[src/vmul_pkg.sv]
//**********************************************************
// Vector multiply lane package
// Lane word, element width and configuration types, plus the
// helpers that size and index the vedic sub-product arrays
//**********************************************************

package vmul_pkg;

    localparam int LANE_WIDTH = 32;

    typedef logic [LANE_WIDTH-1:0] word_t;

    // 0 selects the low half of the product, 1 the high half
    typedef logic sel_t;

    // Code 2'b11 is not used
    typedef enum logic [1:0] {
        SEW8  = 2'b00,
        SEW16 = 2'b01,
        SEW32 = 2'b10
    } sew_e;

    typedef enum logic [1:0] {
        VEDIC_LA_LB = 2'b00,
        VEDIC_LA_HB = 2'b01,
        VEDIC_HA_LB = 2'b10,
        VEDIC_HA_HB = 2'b11
    } vedic_mul_idx_t;

    typedef struct packed {
        sew_e sew;
        sel_t high;
    } vmul_cfg_t;

    typedef struct packed {
        word_t     a;
        word_t     b;
        vmul_cfg_t cfg;
    } vmul_op_t;

    // Position of a diagonal product formed at prod_level inside the
    // prev_result array of an instance at level, elements low first
    function automatic int f_vedic_mul_prev_idx(int level, int min_level,
                                                int prod_level, int pos);
        int idx;
        idx = pos;
        for (int j = min_level + 1; j < prod_level; j++) begin
            idx += 2 ** (level - j + 1);
        end
        return idx;
    endfunction

    // Off-diagonal instances export nothing; the top is built as LA_LB
    function automatic int f_vedic_mul_get_prev_results(int level, int min_level,
                                                        vedic_mul_idx_t idx);
        if (level <= min_level) begin
            return 0;
        end
        if (idx == VEDIC_LA_HB || idx == VEDIC_HA_LB) begin
            return 0;
        end
        return f_vedic_mul_prev_idx(level, min_level, level + 1, 0);
    endfunction

endpackage

[src/adder_nbit.sv]
//**********************************************************
// N-bit adder with carry in and carry out
// Built as a full-adder ripple chain or as a plain sum
//**********************************************************

module adder_nbit #(
    parameter int WIDTH        = 8,
    parameter bit RIPPLE_CARRY = 1'b1
) (
    input  logic [WIDTH-1:0] a,
    input  logic [WIDTH-1:0] b,
    input  logic             cin,
    output logic [WIDTH-1:0] s,
    output logic             cout
);

    generate
        if (RIPPLE_CARRY) begin : gen_ripple
            logic [WIDTH:0] carry;

            assign carry[0] = cin;

            for (genvar i = 0; i < WIDTH; i++) begin : gen_fa
                assign s[i]       = a[i] ^ b[i] ^ carry[i];
                assign carry[i+1] = (a[i] & b[i]) | (carry[i] & (a[i] ^ b[i]));
            end

            assign cout = carry[WIDTH];
        end else begin : gen_behav
            assign {cout, s} = {1'b0, a} + {1'b0, b} + {{WIDTH{1'b0}}, cin};
        end
    endgenerate

endmodule

[src/vedic_mul_unsigned.sv]
//**********************************************************
// Recursive unsigned vedic multiplier
// Splits operands in halves down to a 2x2 core and exports
// the diagonal sub-products for packed narrow elements
//**********************************************************

module vedic_mul_unsigned #(
    parameter int                       WIDTH         = 32,
    parameter vmul_pkg::vedic_mul_idx_t MUL_IDX       = vmul_pkg::VEDIC_LA_LB,
    parameter int                       MIN_MUL_LEVEL = 3,
    localparam int RESULT_WIDTH     = 2 * WIDTH,
    localparam int MUL_LEVEL        = $clog2(WIDTH),
    localparam int NUM_PREV_RESULTS =
        vmul_pkg::f_vedic_mul_get_prev_results(MUL_LEVEL, MIN_MUL_LEVEL, MUL_IDX),
    localparam int PREV_DEPTH       = (NUM_PREV_RESULTS > 0) ? NUM_PREV_RESULTS : 1
) (
    input  logic [WIDTH-1:0]        a,
    input  logic [WIDTH-1:0]        b,
    output logic [RESULT_WIDTH-1:0] z,
    output logic [WIDTH-1:0]        prev_result [PREV_DEPTH-1:0]
);

    localparam int HALF_WIDTH = WIDTH / 2;

    generate
        if (WIDTH > 2) begin : gen_recursive
            localparam int CHILD_NUM = vmul_pkg::f_vedic_mul_get_prev_results(
                MUL_LEVEL - 1, MIN_MUL_LEVEL, vmul_pkg::VEDIC_LA_LB);
            localparam int CHILD_DEPTH = (CHILD_NUM > 0) ? CHILD_NUM : 1;

            logic [WIDTH-1:0]      mul_ll;
            logic [WIDTH-1:0]      mul_lh;
            logic [WIDTH-1:0]      mul_hl;
            logic [WIDTH-1:0]      mul_hh;
            logic [HALF_WIDTH-1:0] prev_ll [CHILD_DEPTH-1:0];
            logic [HALF_WIDTH-1:0] prev_hh [CHILD_DEPTH-1:0];
            logic [WIDTH-1:0]      mid_sum;
            logic [WIDTH-1:0]      low_sum;
            logic [WIDTH-1:0]      high_sum;
            logic                  mid_cout;
            logic                  low_cout;
            logic                  carry_fold;

            vedic_mul_unsigned #(
                .WIDTH         (HALF_WIDTH),
                .MUL_IDX       (vmul_pkg::VEDIC_LA_LB),
                .MIN_MUL_LEVEL (MIN_MUL_LEVEL)
            ) mul_la_lb (
                .a           (a[HALF_WIDTH-1:0]),
                .b           (b[HALF_WIDTH-1:0]),
                .z           (mul_ll),
                .prev_result (prev_ll)
            );

            vedic_mul_unsigned #(
                .WIDTH         (HALF_WIDTH),
                .MUL_IDX       (vmul_pkg::VEDIC_LA_HB),
                .MIN_MUL_LEVEL (MIN_MUL_LEVEL)
            ) mul_la_hb (
                .a           (a[HALF_WIDTH-1:0]),
                .b           (b[WIDTH-1:HALF_WIDTH]),
                .z           (mul_lh),
                .prev_result ()
            );

            vedic_mul_unsigned #(
                .WIDTH         (HALF_WIDTH),
                .MUL_IDX       (vmul_pkg::VEDIC_HA_LB),
                .MIN_MUL_LEVEL (MIN_MUL_LEVEL)
            ) mul_ha_lb (
                .a           (a[WIDTH-1:HALF_WIDTH]),
                .b           (b[HALF_WIDTH-1:0]),
                .z           (mul_hl),
                .prev_result ()
            );

            vedic_mul_unsigned #(
                .WIDTH         (HALF_WIDTH),
                .MUL_IDX       (vmul_pkg::VEDIC_HA_HB),
                .MIN_MUL_LEVEL (MIN_MUL_LEVEL)
            ) mul_ha_hb (
                .a           (a[WIDTH-1:HALF_WIDTH]),
                .b           (b[WIDTH-1:HALF_WIDTH]),
                .z           (mul_hh),
                .prev_result (prev_hh)
            );

            // Cross products
            adder_nbit #(.WIDTH(WIDTH), .RIPPLE_CARRY(1'b1)) mid_adder (
                .a    (mul_lh),
                .b    (mul_hl),
                .cin  (1'b0),
                .s    (mid_sum),
                .cout (mid_cout)
            );

            adder_nbit #(.WIDTH(WIDTH), .RIPPLE_CARRY(1'b1)) low_adder (
                .a    ({{HALF_WIDTH{1'b0}}, mul_ll[WIDTH-1:HALF_WIDTH]}),
                .b    (mid_sum),
                .cin  (1'b0),
                .s    (low_sum),
                .cout (low_cout)
            );

            // Both carries share one weight and never rise together
            assign carry_fold = low_cout | mid_cout;

            adder_nbit #(.WIDTH(WIDTH), .RIPPLE_CARRY(1'b1)) high_adder (
                .a    ({{(HALF_WIDTH-1){1'b0}}, carry_fold, low_sum[WIDTH-1:HALF_WIDTH]}),
                .b    (mul_hh),
                .cin  (1'b0),
                .s    (high_sum),
                .cout ()
            );

            assign z = {high_sum, low_sum[HALF_WIDTH-1:0], mul_ll[HALF_WIDTH-1:0]};

            if (NUM_PREV_RESULTS > 0) begin : gen_export
                // Lower levels first, LA_LB child before HA_HB child
                for (genvar k = MIN_MUL_LEVEL + 1; k < MUL_LEVEL; k++) begin : gen_lvl
                    localparam int N = 2 ** (MUL_LEVEL - k);
                    for (genvar p = 0; p < N; p++) begin : gen_pos
                        localparam int SRC =
                            vmul_pkg::f_vedic_mul_prev_idx(MUL_LEVEL - 1, MIN_MUL_LEVEL, k, p);
                        localparam int DST_L =
                            vmul_pkg::f_vedic_mul_prev_idx(MUL_LEVEL, MIN_MUL_LEVEL, k, p);
                        localparam int DST_H =
                            vmul_pkg::f_vedic_mul_prev_idx(MUL_LEVEL, MIN_MUL_LEVEL, k, N + p);
                        assign prev_result[DST_L] = {{HALF_WIDTH{1'b0}}, prev_ll[SRC]};
                        assign prev_result[DST_H] = {{HALF_WIDTH{1'b0}}, prev_hh[SRC]};
                    end
                end
                assign prev_result[NUM_PREV_RESULTS-2] = mul_ll;
                assign prev_result[NUM_PREV_RESULTS-1] = mul_hh;
            end else begin : gen_no_export
                assign prev_result[0] = '0;
            end
        end else begin : gen_base
            logic carry1;

            // 2x2 core from half adders
            assign z[0]   = a[0] & b[0];
            assign z[1]   = (a[1] & b[0]) ^ (a[0] & b[1]);
            assign carry1 = (a[1] & b[0]) & (a[0] & b[1]);
            assign z[2]   = (a[1] & b[1]) ^ carry1;
            assign z[3]   = (a[1] & b[1]) & carry1;

            if (NUM_PREV_RESULTS > 0) begin : gen_export
                assign prev_result[0] = {1'b0, a[0] & b[0]};
                assign prev_result[1] = {1'b0, a[1] & b[1]};
            end else begin : gen_no_export
                assign prev_result[0] = '0;
            end
        end
    endgenerate

    initial begin
        if (WIDTH < 2 || (WIDTH & (WIDTH - 1)) != 0) begin
            $fatal(1, "vedic_mul_unsigned: WIDTH %0d is not a power of two", WIDTH);
        end
    end

endmodule

[src/vmul_cfg_regs.sv]
//**********************************************************
// Lane configuration registers
// Holds element width and high-half select for new operations
//**********************************************************

module vmul_cfg_regs (
    input  logic                clk,
    input  logic                rst,
    input  logic                cfg_we,
    input  vmul_pkg::vmul_cfg_t cfg_in,
    output vmul_pkg::vmul_cfg_t cfg
);

    logic sew_ok;

    // Only the three defined element widths are accepted
    always_comb begin
        case (cfg_in.sew)
            vmul_pkg::SEW8,
            vmul_pkg::SEW16,
            vmul_pkg::SEW32: begin
                sew_ok = 1'b1;
            end
            default: begin
                sew_ok = 1'b0;
            end
        endcase
    end

    always_ff @(posedge clk) begin
        if (rst) begin
            cfg <= '{sew: vmul_pkg::SEW32, high: 1'b0};
        end else if (cfg_we && sew_ok) begin
            cfg <= cfg_in;
        end
    end

endmodule

[src/vmul_lane.sv]
//**********************************************************
// Vector multiply lane
// Two-stage unsigned multiply of packed 8, 16 or 32-bit elements
//**********************************************************

module vmul_lane #(
    parameter int MIN_MUL_LEVEL = 3
) (
    input  logic                clk,
    input  logic                rst,
    input  vmul_pkg::vmul_cfg_t cfg,
    input  logic                in_valid,
    input  vmul_pkg::word_t     a,
    input  vmul_pkg::word_t     b,
    output logic                out_valid,
    output vmul_pkg::word_t     result
);

    localparam int W         = vmul_pkg::LANE_WIDTH;
    localparam int MUL_LEVEL = $clog2(W);
    localparam int PREV_NUM  =
        vmul_pkg::f_vedic_mul_get_prev_results(MUL_LEVEL, MIN_MUL_LEVEL, vmul_pkg::VEDIC_LA_LB);

    vmul_pkg::vmul_op_t op_q;
    logic               op_valid_q;
    logic [2*W-1:0]     prod_full;
    vmul_pkg::word_t    prev [PREV_NUM-1:0];
    vmul_pkg::word_t    prod16 [2];
    logic [15:0]        prod8 [4];
    vmul_pkg::word_t    res_d;

    // Stage 1
    always_ff @(posedge clk) begin
        if (rst) begin
            op_valid_q <= 1'b0;
        end else begin
            op_valid_q <= in_valid;
        end
    end

    always_ff @(posedge clk) begin
        if (in_valid) begin
            op_q <= '{a: a, b: b, cfg: cfg};
        end
    end

    vedic_mul_unsigned #(
        .WIDTH         (W),
        .MUL_IDX       (vmul_pkg::VEDIC_LA_LB),
        .MIN_MUL_LEVEL (MIN_MUL_LEVEL)
    ) mul_inst (
        .a           (op_q.a),
        .b           (op_q.b),
        .z           (prod_full),
        .prev_result (prev)
    );

    // 16x16 products come from the top diagonal, 8x8 from one level down
    for (genvar e = 0; e < 2; e++) begin : gen_p16
        assign prod16[e] = prev[vmul_pkg::f_vedic_mul_prev_idx(MUL_LEVEL, MIN_MUL_LEVEL, 5, e)];
    end
    for (genvar e = 0; e < 4; e++) begin : gen_p8
        assign prod8[e] = prev[vmul_pkg::f_vedic_mul_prev_idx(MUL_LEVEL, MIN_MUL_LEVEL, 4, e)][15:0];
    end

    always_comb begin
        res_d = prod_full[W-1:0];
        case (op_q.cfg.sew)
            vmul_pkg::SEW32: begin
                res_d = op_q.cfg.high ? prod_full[2*W-1:W] : prod_full[W-1:0];
            end
            vmul_pkg::SEW16: begin
                for (int e = 0; e < 2; e++) begin
                    res_d[e*16 +: 16] = op_q.cfg.high ? prod16[e][31:16] : prod16[e][15:0];
                end
            end
            vmul_pkg::SEW8: begin
                for (int e = 0; e < 4; e++) begin
                    res_d[e*8 +: 8] = op_q.cfg.high ? prod8[e][15:8] : prod8[e][7:0];
                end
            end
            default: begin
            end
        endcase
    end

    // Result register holds between operations
    always_ff @(posedge clk) begin
        if (rst) begin
            out_valid <= 1'b0;
        end else begin
            out_valid <= op_valid_q;
        end
    end

    always_ff @(posedge clk) begin
        if (op_valid_q) begin
            result <= res_d;
        end
    end

endmodule

[src/vmul_top.sv]
//**********************************************************
// Vector multiply lane top level
// Configuration registers feeding one multiply lane
//**********************************************************

module vmul_top #(
    parameter int MIN_MUL_LEVEL = 3
) (
    input  logic                clk,
    input  logic                rst,
    input  logic                cfg_we,
    input  vmul_pkg::vmul_cfg_t cfg_in,
    input  logic                in_valid,
    input  vmul_pkg::word_t     a,
    input  vmul_pkg::word_t     b,
    output logic                out_valid,
    output vmul_pkg::word_t     result
);

    vmul_pkg::vmul_cfg_t cfg;

    vmul_cfg_regs cfg_regs_inst (
        .clk    (clk),
        .rst    (rst),
        .cfg_we (cfg_we),
        .cfg_in (cfg_in),
        .cfg    (cfg)
    );

    vmul_lane #(
        .MIN_MUL_LEVEL (MIN_MUL_LEVEL)
    ) lane_inst (
        .clk       (clk),
        .rst       (rst),
        .cfg       (cfg),
        .in_valid  (in_valid),
        .a         (a),
        .b         (b),
        .out_valid (out_valid),
        .result    (result)
    );

endmodule

[config.mk]
export PLATFORM = sky130hd
export DESIGN_NAME = vmul_top
export DESIGN_NICKNAME = d
export VERILOG_FILES = /design/src/vmul_pkg.sv /design/src/adder_nbit.sv /design/src/vedic_mul_unsigned.sv /design/src/vmul_cfg_regs.sv /design/src/vmul_lane.sv /design/src/vmul_top.sv
export SDC_FILE = /design/constraint.sdc
export NUM_CORES = 2
export LEC_CHECK = 0
export BUFFER_PORTS_ARGS = -buffer_cell sky130_fd_sc_hd__buf_4
export CAP_MARGIN = 20
export CORE_ASPECT_RATIO = 1.2
export CORE_UTILIZATION = 58
export CTS_CLUSTER_SIZE = 40
export DETAILED_ROUTE_END_ITERATION = 8
export GPL_ROUTABILITY_DRIVEN = 0
export MAX_ROUTING_LAYER = met4
export PLACE_DENSITY_LB_ADDON = 0.05
export REMOVE_ABC_BUFFERS = 1
export SETUP_SLACK_MARGIN = 0.05
export SYNTH_ARGS = -nofsm -noshare
export SYNTH_HDL_FRONTEND = slang
export SYNTH_SLANG_ARGS = --single-unit
[constraint.sdc]
create_clock -name clk -period 27.1 [get_ports clk]
set_input_delay 2.71 -clock clk [delete_from_list [all_inputs] [get_ports clk]]
set_output_delay 2.71 -clock clk [all_outputs]
set_load 0.005 [all_outputs]
==> results.tsv <==
stage	metric	value	unit
cells_and_area	Filler cells	6890	
timing	Worst Tran Pin Value	0.772	ns
synth	Primary FF master, synth	edfxtp_1	
drt	DRC	22	
setup_path	CP top delay family	adder cells	
timing	Rel. slew slack	48.5	%
drt	Routed Antenna Nets	0	
clocking	clock sinks	104	
status	failing checks	design-rule violations	
drt	WL final	119000	um
drt	drt wl/cell	20.4	um
timing	Tcrit/Tclk final	94.4	%
global_routing	first-pass GRT wire length	187000	um
setup_path	Crit-path slowest cell	fa_1	
timing	Post-Route Setup TNS	0	ns
drt	Vias	30474	
setup_path	Data arrival, critical path	25.75	ns
floorplan	Core Footprint	79300	sq um
clocking	Longest Clk Path Bufs	2	
synth	post-synthesis cell count	4788	
timing	Final Slew Violations	0	
setup_path	WP buf/inv	13	
timing	Tmin final	25.58	ns
setup_path	CP Launch Type	register	
cells_and_area	area of all sequential standard cells	3070	sq um
cells_and_area	area occupied by multi-input gates	38200	sq um
timing	clk_skew	0.0229	ns
timing	min setup slack post-route	1.52	ns
setup_path	WS Path Type	reg2reg	
synth	Syn Area/Cell	9.73	sq um
setup_path	critical path endpoint category	register	
setup_path	Max stage delay on crit path	0.52	ns
clocking	CTS Root Cell	clkbuf_16	
synth	synth warn	0	
timing	RSZ-0062 raised after global routing	false	
min_path	Min-Delay Path Class	reg2reg	
drt	via-per-instance ratio	5.24	
cells_and_area	layout cells sized above 1	4.91	%
global_routing	total track usage	32.1	%
drt	Initial DRC Count	1550	
timing	maximum operating frequency	0.0391	GHz
cells_and_area	Total Nets Final	6701	
clocking	PostCTS Resize Cnt	0	
setup_path	Req. time, crit path	27.28	ns
clocking	CTS buffer count	9	
floorplan	# rows	113	
clocking	post-CTS setup buffers	0	
floorplan	die area	81500	sq um
clocking	clock slew at reported path FFs	0.09	ns
global_routing	initial antenna violation count	9	
timing	setup violators final	0	
floorplan	io pins	104	
synth	register area share after synthesis	6.59	%
global_routing	number of global-route vias before repair	32911	
clocking	H-tree levels	3	
clocking	Post-CTS Hold Buffers	0	
global_routing	largest net degree at the start of global routing	57	
drt	TritonRoute pass-1 iters	8	
clocking	CTS tree	done	
global_routing	GR Overflow Total	0	
floorplan	starting density of the core	58.8	%
cells_and_area	Layout area overhead	4.55	%
status	status	complete, but fails checks	
synth	FFs w/ async S/R, synth	0	%
synth	synthesized flop and latch total	104	
setup_path	crit-path max FO	32	
synth	EDFF count, synth	99	
clocking	Skew-Pair Late Insertion Delay	0.43	ns
timing	final hold vios	0	
floorplan	Die Wd	261	um
synth	cell area after synthesis	46600	sq um
setup_path	cell repeated most along the worst path	fa_1	
floorplan	DIE HEIGHT	313	um
place	pre-CTS setup slack	1.63	ns
run	max cap viols	0	
synth	Netlist cell types	47	
place	hpwl dp	95100	um
place	IO buf count	103	
[per-layer routing]
layer / share of wire, % / track usage (%) / wire, um / vias to the layer above
met4: 3.3 / 9.50 / 3960 / 0
met5: 0 / - / 0 / -
li1: - / - / - / 14337
met3: 4.5 / 3.20 / 5350 / 131
met1: 43 / 40.9 / 51600 / 15336
met2: 49 / 53.7 / 57900 / 670
[registers in the layout, indices dropped and copies added, names as in the netlist]
signal	count
lane_inst.op_valid_q	1
cfg_regs_inst.cfg	3
lane_inst.result	32
lane_inst.op_q	67
lane_inst.out_valid	1
[cells by family (layout without fill, tap and decap cells)]
logic type	after synthesis	in the layout	share of synthesized area, %
flip-flops	104	104	6.59
AO/OA/AOI/OAI	107	107	1.41
multiplexers	33	33	0.902
buffers and inverters	1418	1398	11.5
AND/OR/NAND/NOR	1175	1175	15.1
adder cells (fa/ha/maj)	1867	1867	62.8
other	0	9	0
XOR/XNOR	84	84	1.61
[placed cells by master, fill, tap and decap left out, types with 18 or more instances in the layout]
cell	synthesis	final
edfxtp_1	99	99
buf_4	2	178
o22ai_1	21	21
nand2_1	28	28
xnor2_1	59	59
ha_1	1077	1077
nor2_1	94	94
a21oi_1	34	34
xor2_1	24	24
inv_1	1202	1202
and2_1	1023	1023
fa_1	790	790
o21ai_0	18	18
[metrics by stage]
step	util, %	cells	area (sq um)	hold slack [ns]
after global placement	61.0	5787	48400	0.428
after global routing	61.4	5807	48700	0.464
final	61.4	5812	48700	0.445
after floorplan	-	4574	45800	0.408
after CTS	61.4	5803	48700	0.452
after detailed placement	61.0	5787	48400	0.427
[synthesized netlist by cell type (all sizes together) (2+ instances only)]
cell type,number,area (sq um)
a211oi,2,15.0
o21a,2,15.0
inv,1204,4520
o22ai,21,131
nor2b,5,31.3
a22o,4,35.0
xnor2,59,517
and2,1023,6400
mux4,6,135
nor3,4,20.0
nand3,2,10.0
o21ai,24,124
xor2,24,210
edfxtp,99,2970
or2,15,93.8
mux2,12,135
ha,1077,13500
a21oi,34,170
a22oi,7,57.6
clkbuf,198,743
mux2i,15,150
nand2,29,111
buf,16,103
dfxtp,5,100
a221oi,4,35.0
o32ai,2,17.5
fa,790,15800
nor2,95,364
[cell type report]
cell class	instances	area share, %
inverter	1204	9.27
sequential	104	6.31
multi-input combinational	3266	78.3
antenna	9	0.0462
timing repair buffer	178	2.74
clock buffer	9	0.462
tap	1035	2.66
clock inverter	7	0.182
[worst paths after layout]
check / start / endpoint / slack (ns) / depth (start not counted)
min: cfg_regs_inst.cfg[0] / lane_inst.op_q[0] / 0.44 / 0
max reg2reg: lane_inst.op_q[3] / lane_inst.result[30] / 1.52 / 87
max: lane_inst.op_q[3] / lane_inst.result[30] / 1.52 / 87
min reg2reg: cfg_regs_inst.cfg[0] / lane_inst.op_q[0] / 0.44 / 0
Power is not shown: default switching activity piles up to over one toggle a cycle in this logic, so the estimate is an artifact.
